[config.mk]
export PLATFORM = sky130hd
export DESIGN_NAME = mmu
export DESIGN_NICKNAME = d
export VERILOG_FILES = /design/src/verilog/mmuPkg.sv /design/src/verilog/addrTranslate.sv /design/src/verilog/mmu.sv /design/src/verilog/tlbArray.sv /design/src/verilog/tlbRegs.sv
export VERILOG_INCLUDE_DIRS = /design/src /design/src/verilog
export SDC_FILE = /design/constraint.sdc
export NUM_CORES = 2
export LEC_CHECK = 0
export ABC_AREA = 1
export BUFFER_PORTS_ARGS = -buffer_cell sky130_fd_sc_hd__clkbuf_2
export CAP_MARGIN = 40
export CORE_ASPECT_RATIO = 1.25
export CORE_MARGIN = 8
export CORE_UTILIZATION = 40
export CTS_CLUSTER_DIAMETER = 100
export DETAILED_ROUTE_END_ITERATION = 10
export GPL_TIMING_DRIVEN = 1
export HOLD_SLACK_MARGIN = 0.15
export SETUP_SLACK_MARGIN = 0.15
export SLEW_MARGIN = 0
export SYNTH_ARGS = -nofsm -noshare
export SYNTH_HDL_FRONTEND = slang
export SYNTH_HIERARCHICAL = 1
export SYNTH_SLANG_ARGS = --single-unit
[constraint.sdc]
create_clock -name clk -period 14.4 [get_ports clk]
set_input_delay 2.88 -clock clk [delete_from_list [all_inputs] [get_ports clk]]
set_output_delay 2.88 -clock clk [all_outputs]
set_load 0.01 [all_outputs]
[src/verilog/mmu_params.svh]
`ifndef MMU_PARAMS_SVH
`define MMU_PARAMS_SVH

// TLB geometry
`define MMU_ENTRIES 16
`define MMU_INDEX_W 4
`define MMU_ASID_W  8
`define MMU_VPN2_W  19
`define MMU_PFN_W   20

// cp0 register numbers
`define CP0_INDEX    5'd0
`define CP0_RANDOM   5'd1
`define CP0_ENTRYLO0 5'd2
`define CP0_ENTRYLO1 5'd3
`define CP0_BADVADDR 5'd8
`define CP0_ENTRYHI  5'd10

// tlb instructions
`define TLB_OP_P  2'd0
`define TLB_OP_R  2'd1
`define TLB_OP_WI 2'd2
`define TLB_OP_WR 2'd3

// exception codes
`define EXC_MOD  5'd1
`define EXC_TLBL 5'd2
`define EXC_TLBS 5'd3

`endif

[src/verilog/mmuPkg.sv]
`default_nettype none
`include "mmu_params.svh"

package mmuPkg;

    typedef struct packed {
        logic [`MMU_VPN2_W-1:0] vpn2;
        logic                   odd;     // even/odd page select
        logic [11:0]            offset;
    } vaPageT;

    typedef struct packed {
        logic [2:0]  seg;
        logic [28:0] rest;
    } vaSegT;

    // one address, read as TLB page fields or as a segment
    typedef union packed {
        vaPageT page;
        vaSegT  segView;
    } vaddrU;

    typedef struct packed {
        logic [`MMU_PFN_W-1:0] pfn;
        logic [2:0]            c;
        logic                  d;
        logic                  v;
    } tlbPageT;

    typedef struct packed {
        logic [`MMU_VPN2_W-1:0] vpn2;
        logic [`MMU_ASID_W-1:0] asid;
        logic                   g;
        tlbPageT                even;
        tlbPageT                odd;
    } tlbEntryT;

    typedef struct packed {
        logic                    found;
        logic [`MMU_INDEX_W-1:0] index;
        tlbPageT                 page;
    } tlbHitT;

    // EntryLo bits 25:0, pfn down to g
    typedef struct packed {
        tlbPageT page;
        logic    g;
    } entryLoT;

    typedef struct packed {
        vaddrU vaddr;
        logic  store;
    } xlateReqT;

    typedef struct packed {
        logic [31:0] paddr;
        logic        cached;
        logic        exc;
        logic        refill;
        logic [4:0]  excCode;
    } xlateRespT;

endpackage

`default_nettype wire

[src/verilog/addrTranslate.sv]
`timescale 1ns/1ps
`default_nettype none
`include "mmu_params.svh"

module addrTranslate (
    input  wire                            clk,
    input  wire                            reset,
    input  wire                            xlateValid,
    input  wire mmuPkg::xlateReqT          xlateReq,
    output mmuPkg::vaddrU                  searchVaddr,
    input  wire mmuPkg::tlbHitT            lookupHit,
    output logic                           xlateRespValid,
    output mmuPkg::xlateRespT              xlateResp,
    output logic [31:0]                    excVaddr
);

    mmuPkg::xlateRespT nextResp;
    logic [2:0]        seg;
    logic [4:0]        missCode;

    assign searchVaddr = xlateReq.vaddr;
    assign seg         = xlateReq.vaddr.segView.seg;
    assign missCode    = xlateReq.store ? `EXC_TLBS : `EXC_TLBL;

    always_comb begin
        nextResp = '0;
        if (seg == 3'b100 || seg == 3'b101) begin
            // kseg0 / kseg1, fixed map to low 512M
            nextResp.paddr  = {3'b000, xlateReq.vaddr.segView.rest};
            nextResp.cached = (seg == 3'b100);
        end else if (!lookupHit.found) begin
            nextResp.exc     = 1'b1;
            nextResp.refill  = 1'b1;
            nextResp.excCode = missCode;
        end else if (!lookupHit.page.v) begin
            nextResp.exc     = 1'b1;  // invalid
            nextResp.excCode = missCode;
        end else if (xlateReq.store && !lookupHit.page.d) begin
            nextResp.exc     = 1'b1;  // store to clean page
            nextResp.excCode = `EXC_MOD;
        end else begin
            nextResp.paddr  = {lookupHit.page.pfn, xlateReq.vaddr.page.offset};
            nextResp.cached = (lookupHit.page.c == 3'd3);
        end
    end

    always_ff @(posedge clk) begin
        if (reset) begin
            xlateRespValid <= 1'b0;
        end else begin
            xlateRespValid <= xlateValid;
        end
    end

    always_ff @(posedge clk) begin
        if (xlateValid) begin
            xlateResp <= nextResp;
            excVaddr  <= xlateReq.vaddr;
        end
    end

endmodule

`default_nettype wire

[src/verilog/mmu.sv]
`timescale 1ns/1ps
`default_nettype none
`include "mmu_params.svh"

module mmu (
    input  wire                            clk,
    input  wire                            reset,
    input  wire                            cp0Wen,
    input  wire [4:0]                      cp0Addr,
    input  wire [31:0]                     cp0Wdata,
    output logic [31:0]                    cp0Rdata,
    input  wire                            tlbOpValid,
    input  wire [1:0]                      tlbOp,
    input  wire                            xlateValid,
    input  wire mmuPkg::xlateReqT          xlateReq,
    output logic                           xlateRespValid,
    output mmuPkg::xlateRespT              xlateResp
);

    logic                    writeEn;
    logic [`MMU_INDEX_W-1:0] writeIndex;
    mmuPkg::tlbEntryT        writeEntry;
    logic [`MMU_INDEX_W-1:0] readIndex;
    mmuPkg::tlbEntryT        readEntry;
    logic [`MMU_VPN2_W-1:0]  probeVpn2;
    logic [`MMU_ASID_W-1:0]  curAsid;
    mmuPkg::tlbHitT          probeHit;
    mmuPkg::tlbHitT          lookupHit;
    mmuPkg::vaddrU           searchVaddr;
    logic [31:0]             excVaddr;

    // cp0 side, produces entries and commands
    tlbRegs tlbRegs_inst (
        .clk            (clk),
        .reset          (reset),
        .cp0Wen         (cp0Wen),
        .cp0Addr        (cp0Addr),
        .cp0Wdata       (cp0Wdata),
        .cp0Rdata       (cp0Rdata),
        .tlbOpValid     (tlbOpValid),
        .tlbOp          (tlbOp),
        .probeHit       (probeHit),
        .readEntry      (readEntry),
        .xlateRespValid (xlateRespValid),
        .xlateResp      (xlateResp),
        .excVaddr       (excVaddr),
        .writeEn        (writeEn),
        .writeIndex     (writeIndex),
        .writeEntry     (writeEntry),
        .readIndex      (readIndex),
        .probeVpn2      (probeVpn2),
        .curAsid        (curAsid)
    );

    tlbArray tlbArray_inst (
        .clk         (clk),
        .reset       (reset),
        .writeEn     (writeEn),
        .writeIndex  (writeIndex),
        .writeEntry  (writeEntry),
        .readIndex   (readIndex),
        .readEntry   (readEntry),
        .curAsid     (curAsid),
        .probeVpn2   (probeVpn2),
        .probeHit    (probeHit),
        .searchVaddr (searchVaddr),
        .lookupHit   (lookupHit)
    );

    addrTranslate addrTranslate_inst (
        .clk            (clk),
        .reset          (reset),
        .xlateValid     (xlateValid),
        .xlateReq       (xlateReq),
        .searchVaddr    (searchVaddr),
        .lookupHit      (lookupHit),
        .xlateRespValid (xlateRespValid),
        .xlateResp      (xlateResp),
        .excVaddr       (excVaddr)
    );

endmodule

`default_nettype wire

[src/verilog/tlbArray.sv]
`timescale 1ns/1ps
`default_nettype none
`include "mmu_params.svh"

module tlbArray (
    input  wire                            clk,
    input  wire                            reset,
    input  wire                            writeEn,
    input  wire [`MMU_INDEX_W-1:0]         writeIndex,
    input  wire mmuPkg::tlbEntryT          writeEntry,
    input  wire [`MMU_INDEX_W-1:0]         readIndex,
    output mmuPkg::tlbEntryT               readEntry,
    input  wire [`MMU_ASID_W-1:0]          curAsid,
    input  wire [`MMU_VPN2_W-1:0]          probeVpn2,
    output mmuPkg::tlbHitT                 probeHit,
    input  wire mmuPkg::vaddrU             searchVaddr,
    output mmuPkg::tlbHitT                 lookupHit
);

    mmuPkg::tlbEntryT entries [`MMU_ENTRIES];

    function automatic logic entryMatch(
        input mmuPkg::tlbEntryT       e,
        input logic [`MMU_VPN2_W-1:0] vpn2,
        input logic [`MMU_ASID_W-1:0] asid
    );
        return (e.vpn2 == vpn2) && (e.g || (e.asid == asid));
    endfunction

    // scan downwards, so the lowest matching index is the one left
    function automatic mmuPkg::tlbHitT search(
        input logic [`MMU_VPN2_W-1:0] vpn2,
        input logic [`MMU_ASID_W-1:0] asid,
        input logic                   odd
    );
        mmuPkg::tlbHitT hit;
        hit = '0;
        for (int i = `MMU_ENTRIES - 1; i >= 0; i--) begin
            if (entryMatch(entries[i], vpn2, asid)) begin
                hit.found = 1'b1;
                hit.index = i[`MMU_INDEX_W-1:0];
                hit.page  = odd ? entries[i].odd : entries[i].even;
            end
        end
        return hit;
    endfunction

    always_ff @(posedge clk) begin
        if (reset) begin
            for (int i = 0; i < `MMU_ENTRIES; i++) begin
                entries[i] <= '0;
            end
        end else if (writeEn) begin
            entries[writeIndex] <= writeEntry;
        end
    end

    assign readEntry = entries[readIndex];

    always_comb begin
        lookupHit = search(searchVaddr.page.vpn2, curAsid, searchVaddr.page.odd);
    end

    always_comb begin
        probeHit      = search(probeVpn2, curAsid, 1'b0);
        probeHit.page = '0;  // found and index only
    end

endmodule

`default_nettype wire

[src/verilog/tlbRegs.sv]
`timescale 1ns/1ps
`default_nettype none
`include "mmu_params.svh"

module tlbRegs (
    input  wire                            clk,
    input  wire                            reset,
    input  wire                            cp0Wen,
    input  wire [4:0]                      cp0Addr,
    input  wire [31:0]                     cp0Wdata,
    output logic [31:0]                    cp0Rdata,
    input  wire                            tlbOpValid,
    input  wire [1:0]                      tlbOp,
    input  wire mmuPkg::tlbHitT            probeHit,
    input  wire mmuPkg::tlbEntryT          readEntry,
    input  wire                            xlateRespValid,
    input  wire mmuPkg::xlateRespT         xlateResp,
    input  wire [31:0]                     excVaddr,
    output logic                           writeEn,
    output logic [`MMU_INDEX_W-1:0]        writeIndex,
    output mmuPkg::tlbEntryT               writeEntry,
    output logic [`MMU_INDEX_W-1:0]        readIndex,
    output logic [`MMU_VPN2_W-1:0]         probeVpn2,
    output logic [`MMU_ASID_W-1:0]         curAsid
);

    logic                    indexP;
    logic [`MMU_INDEX_W-1:0] indexVal;
    logic [`MMU_INDEX_W-1:0] randomIdx;
    mmuPkg::entryLoT         entryLo0;
    mmuPkg::entryLoT         entryLo1;
    logic [31:0]             badVAddr;
    logic [`MMU_VPN2_W-1:0]  hiVpn2;
    logic [`MMU_ASID_W-1:0]  hiAsid;
    logic                    opProbe;
    logic                    opRead;
    logic                    excUpdate;

    assign opProbe   = tlbOpValid && (tlbOp == `TLB_OP_P);
    assign opRead    = tlbOpValid && (tlbOp == `TLB_OP_R);
    assign writeEn   = tlbOpValid && (tlbOp == `TLB_OP_WI || tlbOp == `TLB_OP_WR);
    assign writeIndex = (tlbOp == `TLB_OP_WR) ? randomIdx : indexVal;
    assign readIndex = indexVal;
    assign probeVpn2 = hiVpn2;
    assign curAsid   = hiAsid;
    assign excUpdate = xlateRespValid && xlateResp.exc;

    always_comb begin
        writeEntry.vpn2 = hiVpn2;
        writeEntry.asid = hiAsid;
        writeEntry.g    = entryLo0.g & entryLo1.g;  // global only if both halves say so
        writeEntry.even = entryLo0.page;
        writeEntry.odd  = entryLo1.page;
    end

    always_ff @(posedge clk) begin
        if (reset) begin
            randomIdx <= `MMU_INDEX_W'(`MMU_ENTRIES - 1);
        end else begin
            randomIdx <= randomIdx - 1'b1;  // wraps 0 -> 15
        end
    end

    always_ff @(posedge clk) begin
        if (reset) begin
            indexP   <= 1'b0;
            indexVal <= '0;
            entryLo0 <= '0;
            entryLo1 <= '0;
            badVAddr <= '0;
            hiVpn2   <= '0;
            hiAsid   <= '0;
        end else begin
            if (cp0Wen) begin
                case (cp0Addr)
                    `CP0_INDEX:    indexVal <= cp0Wdata[`MMU_INDEX_W-1:0];
                    `CP0_ENTRYLO0: entryLo0 <= cp0Wdata[25:0];
                    `CP0_ENTRYLO1: entryLo1 <= cp0Wdata[25:0];
                    `CP0_ENTRYHI: begin
                        hiVpn2 <= cp0Wdata[31:13];
                        hiAsid <= cp0Wdata[`MMU_ASID_W-1:0];
                    end
                    default: ;
                endcase
            end
            if (opProbe) begin
                indexP <= ~probeHit.found;
                if (probeHit.found) begin
                    indexVal <= probeHit.index;
                end
            end
            if (opRead) begin
                hiVpn2        <= readEntry.vpn2;
                hiAsid        <= readEntry.asid;
                entryLo0.page <= readEntry.even;
                entryLo0.g    <= readEntry.g;
                entryLo1.page <= readEntry.odd;
                entryLo1.g    <= readEntry.g;
            end
            // faulting address overrides anything else this cycle
            if (excUpdate) begin
                badVAddr <= excVaddr;
                hiVpn2   <= excVaddr[31:13];
            end
        end
    end

    always_comb begin
        case (cp0Addr)
            `CP0_INDEX:    cp0Rdata = {indexP, 27'b0, indexVal};
            `CP0_RANDOM:   cp0Rdata = {28'b0, randomIdx};
            `CP0_ENTRYLO0: cp0Rdata = {6'b0, entryLo0};
            `CP0_ENTRYLO1: cp0Rdata = {6'b0, entryLo1};
            `CP0_BADVADDR: cp0Rdata = badVAddr;
            `CP0_ENTRYHI:  cp0Rdata = {hiVpn2, 5'b0, hiAsid};
            default:       cp0Rdata = 32'b0;
        endcase
    end

endmodule

`default_nettype wire
==> results by group <==
Place
  • Post-place instance area: 86300 µm²
  • Number of port buffers: 146
  • Cell count after placement: 12500
  • Weighted congestion at the end of routability-driven global placement: 1.00
  • Hpwl dp: 233000 µm

Synth
  • Post-synth design cell area: 84100 µm²
  • Gate count after technology mapping: 10400
  • Number of synthesis warnings: 6
  • Mean instance size in the synthesized netlist: 8.12 µm²

Routing
  • Post-detailed-route count of antenna-violating nets: 0
  • Total wirelength of the detailed-routed design: 368000 µm
  • Mean routed wirelength per cell: 28.6 µm
  • Number of vias in the routed layout: 76800
  • Count of routing violations after the opening detailed-route iteration: 10900
  • Count of TritonRoute iterations in the first routing pass: 8
  • Via-per-instance ratio: 5.98
  • Remaining DRCs: 0

Timing
  • Total negative slack for setup checks: 0 ns
  • Max-Slew Margin vs Limit: 27.1%
  • Total of endpoints with negative setup slack in the final report: 0
  • Slew of the pin with the lowest slew margin: 1.09 ns
  • Setup clock skew after layout: 0.0440 ns
  • Max-slew violations: 0
  • Minimum clock period: 7.99 ns
  • Part of the cycle the worst path needs: 55.5%
  • Final count of hold timing violations: 0
  • RSZ-0062 raised after global routing: no
  • Highest achievable clock rate: 125 MHz

Critical path
  • Reg-to-reg critical path startpoint: tlbRegs_inst/curAsid[1]
  • Crit-path cells: clkbuf_2, nor2_4, nand3_1, inv_1, nand2_1, o21ai_0, inv_1, nand2_1, clkbuf_2
  • Buf+Inv Stages, Crit Path: 4
  • Endpoint required time on the critical path: 11.52 ns
  • Library cell contributing the largest single delay on the critical path: sky130_fd_sc_hd__inv_1
  • Number of cells on the worst reg-to-reg path: 22
  • Delay of the slowest critical-path stage: 0.72 ns
  • Worst setup path start: cp0Addr[2]
  • CP top delay family: buffers and inverters
  • CP Capture Type: primary output
  • Startpoint class of the critical path: primary input
  • Reg2Reg Setup Slack: 8.63 ns
  • Highest fanout seen on the critical path: 24
  • Data arrival at the endpoint of the critical path: 5.11 ns
  • Capturing point of the worst reg2reg path: addrTranslate_inst/xlateResp[18]
  • Type of the worst setup path: in2out

Cells and area
  • Post-route design area: 91600 µm²
  • Syn-to-layout area delta: 8.82%
  • Most common cell after layout, fill and taps aside: sky130_fd_sc_hd__nand2_1
  • Ratio of cells with drive above 1 in the final layout: 6.99%
  • Most frequent cells in the layout: sky130_fd_sc_hd__nand2_1 (2067), sky130_fd_sc_hd__nor2_1 (2028), sky130_fd_sc_hd__edfxtp_1 (1317)
  • Final-layout fill cell count: 20600
  • Number of nets in the finished design: 10000
  • Layout Cells excl Fill: 12800

Die
  • Full die area: 225000 µm²
  • Chip width: 426 µm
  • Count of standard-cell rows: 188
  • IO Pins: 150
  • Initial core utilization: 40.1%
  • Core outline area: 210000 µm²
  • Height of the die: 529 µm

Power and ir drop
  • Areal power density over the cells: 110 nW/µm²
  • Sw Ratio: 26.8%
  • Share of power burned in registers: 48.2%
  • Switch Pwr: 0.00270 W
  • Leakage power summed over all cells: 35.7 nW
  • Combinational group share of total power: 10.4%
  • Worst voltage drop across the vdd grid: 94.9 µV
  • Design internal power: 0.00739 W
  • Fraction of power consumed by the clock network: 41.5%

Global routing
  • First-pass GRT wire length: 516000 µm
  • Total Routing Usage GR: 31.3%
  • Met3 routing resource usage after global routing: 7.00%
  • Pin count of the biggest net entering global routing: 212
  • Global-route track usage on met2: 49.4%
  • Number of global-route vias before repair: 73000
  • M1 GR Usage: 36.6%
  • Global-route congestion overflow total: 0
  • GRT Max-Usage Layer: met2
  • Antenna violations before repair: 25

Clock network
  • TritonCTS clock tree: yes
  • Buffer count from post-CTS setup fixing: 0
  • Root buffer cell: sky130_fd_sc_hd__clkbuf_16
  • Sink count of the clock tree: 1438
  • Post-CTS clock slew at the launch and capture registers of the worst setup and hold paths: 0.06 ns
  • CTS max path bufs: 3
  • Worst-skew pair later-pin latency: 0.85 ns
  • H-tree levels: 4
  • # resized after CTS: 0
  • CTS hold repair buffers: 0
  • Number of clock buffers inserted by TritonCTS: 160

Hold path
  • Depth of the worst hold-timing path: 1
  • Origin of the worst min-delay path: tlbRegs_inst/randomIdx[0]
  • Endpoint of the worst hold-timing path: tlbRegs_inst/randomIdx[0]
  • Type of the tightest min-delay check: reg2reg

Run status
  • Outcome: complete, no violations

Job
  • Reported max-cap violation count: 0
state kept, by name, indices dropped and copies added (netlist names):
signal,count
tlbRegs_inst/indexP,1
tlbArray_inst/entries,1248
addrTranslate_inst/xlateRespValid,1
tlbRegs_inst/probeVpn2,19
tlbRegs_inst/randomIdx,4
addrTranslate_inst/xlateResp,37
tlbRegs_inst/entryLo0,1
addrTranslate_inst/excVaddr,32
tlbRegs_inst/readIndex,4
tlbRegs_inst/entryLo1,1
tlbRegs_inst/writeEntry,50
tlbRegs_inst/curAsid,8
tlbRegs_inst/badVAddr,32
power groups by stage:
stage	clock network (W)	registers [W]	logic [W]
after floorplan	0	0.00489	0.000627
after global routing	0.00436	0.00487	0.00109
after detailed placement	0	0.00494	0.00101
after CTS	0.00422	0.00485	0.00101
final	0.00419	0.00486	0.00105
after global placement	0	0.00494	0.000978
metrics by stage:
step                      total power, W  worst slack (ns)  utilization (%)  hold WS [ns]
after global placement           0.00592              6.40             40.8         0.374
after CTS                         0.0101              6.59             43.7         0.392
after floorplan                  0.00552              7.65                -         0.366
after detailed placement         0.00595              6.49             41.2         0.377
final                             0.0101              6.41             43.7         0.393
after global routing              0.0103              6.33             43.7         0.402
layer usage:
metal  vias to the layer above  share of wire (%)
met5                         -              0.044
met4                        26                9.8
met3                      1425                 11
met2                      5206                 44
met1                     36900                 35
li1                      33200                  -
worst max path at each step:
stage / depth (start not counted) / to / slack (ns)
floorplan: 10 / tlbArray_inst/entries[10][0] / 7.65
global placement: 27 / addrTranslate_inst/xlateResp[6] / 6.40
detailed placement: 28 / addrTranslate_inst/xlateResp[8] / 6.49
CTS: 9 / cp0Rdata[2] / 6.59
global route: 9 / cp0Rdata[2] / 6.33
finish: 9 / cp0Rdata[2] / 6.41
cell type report:
cell class	instances	area (µm²)	area share, %
well taps	2755	3450	3.76
inverters	865	3270	3.57
clock inverters	76	896	0.978
diodes	7	17.5	0.0191
flip-flops and latches	1438	42000	45.9
clock buffers	214	4300	4.70
multi-input cells	7163	35000	38.2
repair buffers	328	2680	2.93
No activity file was read; power rests on OpenSTA's default activity.
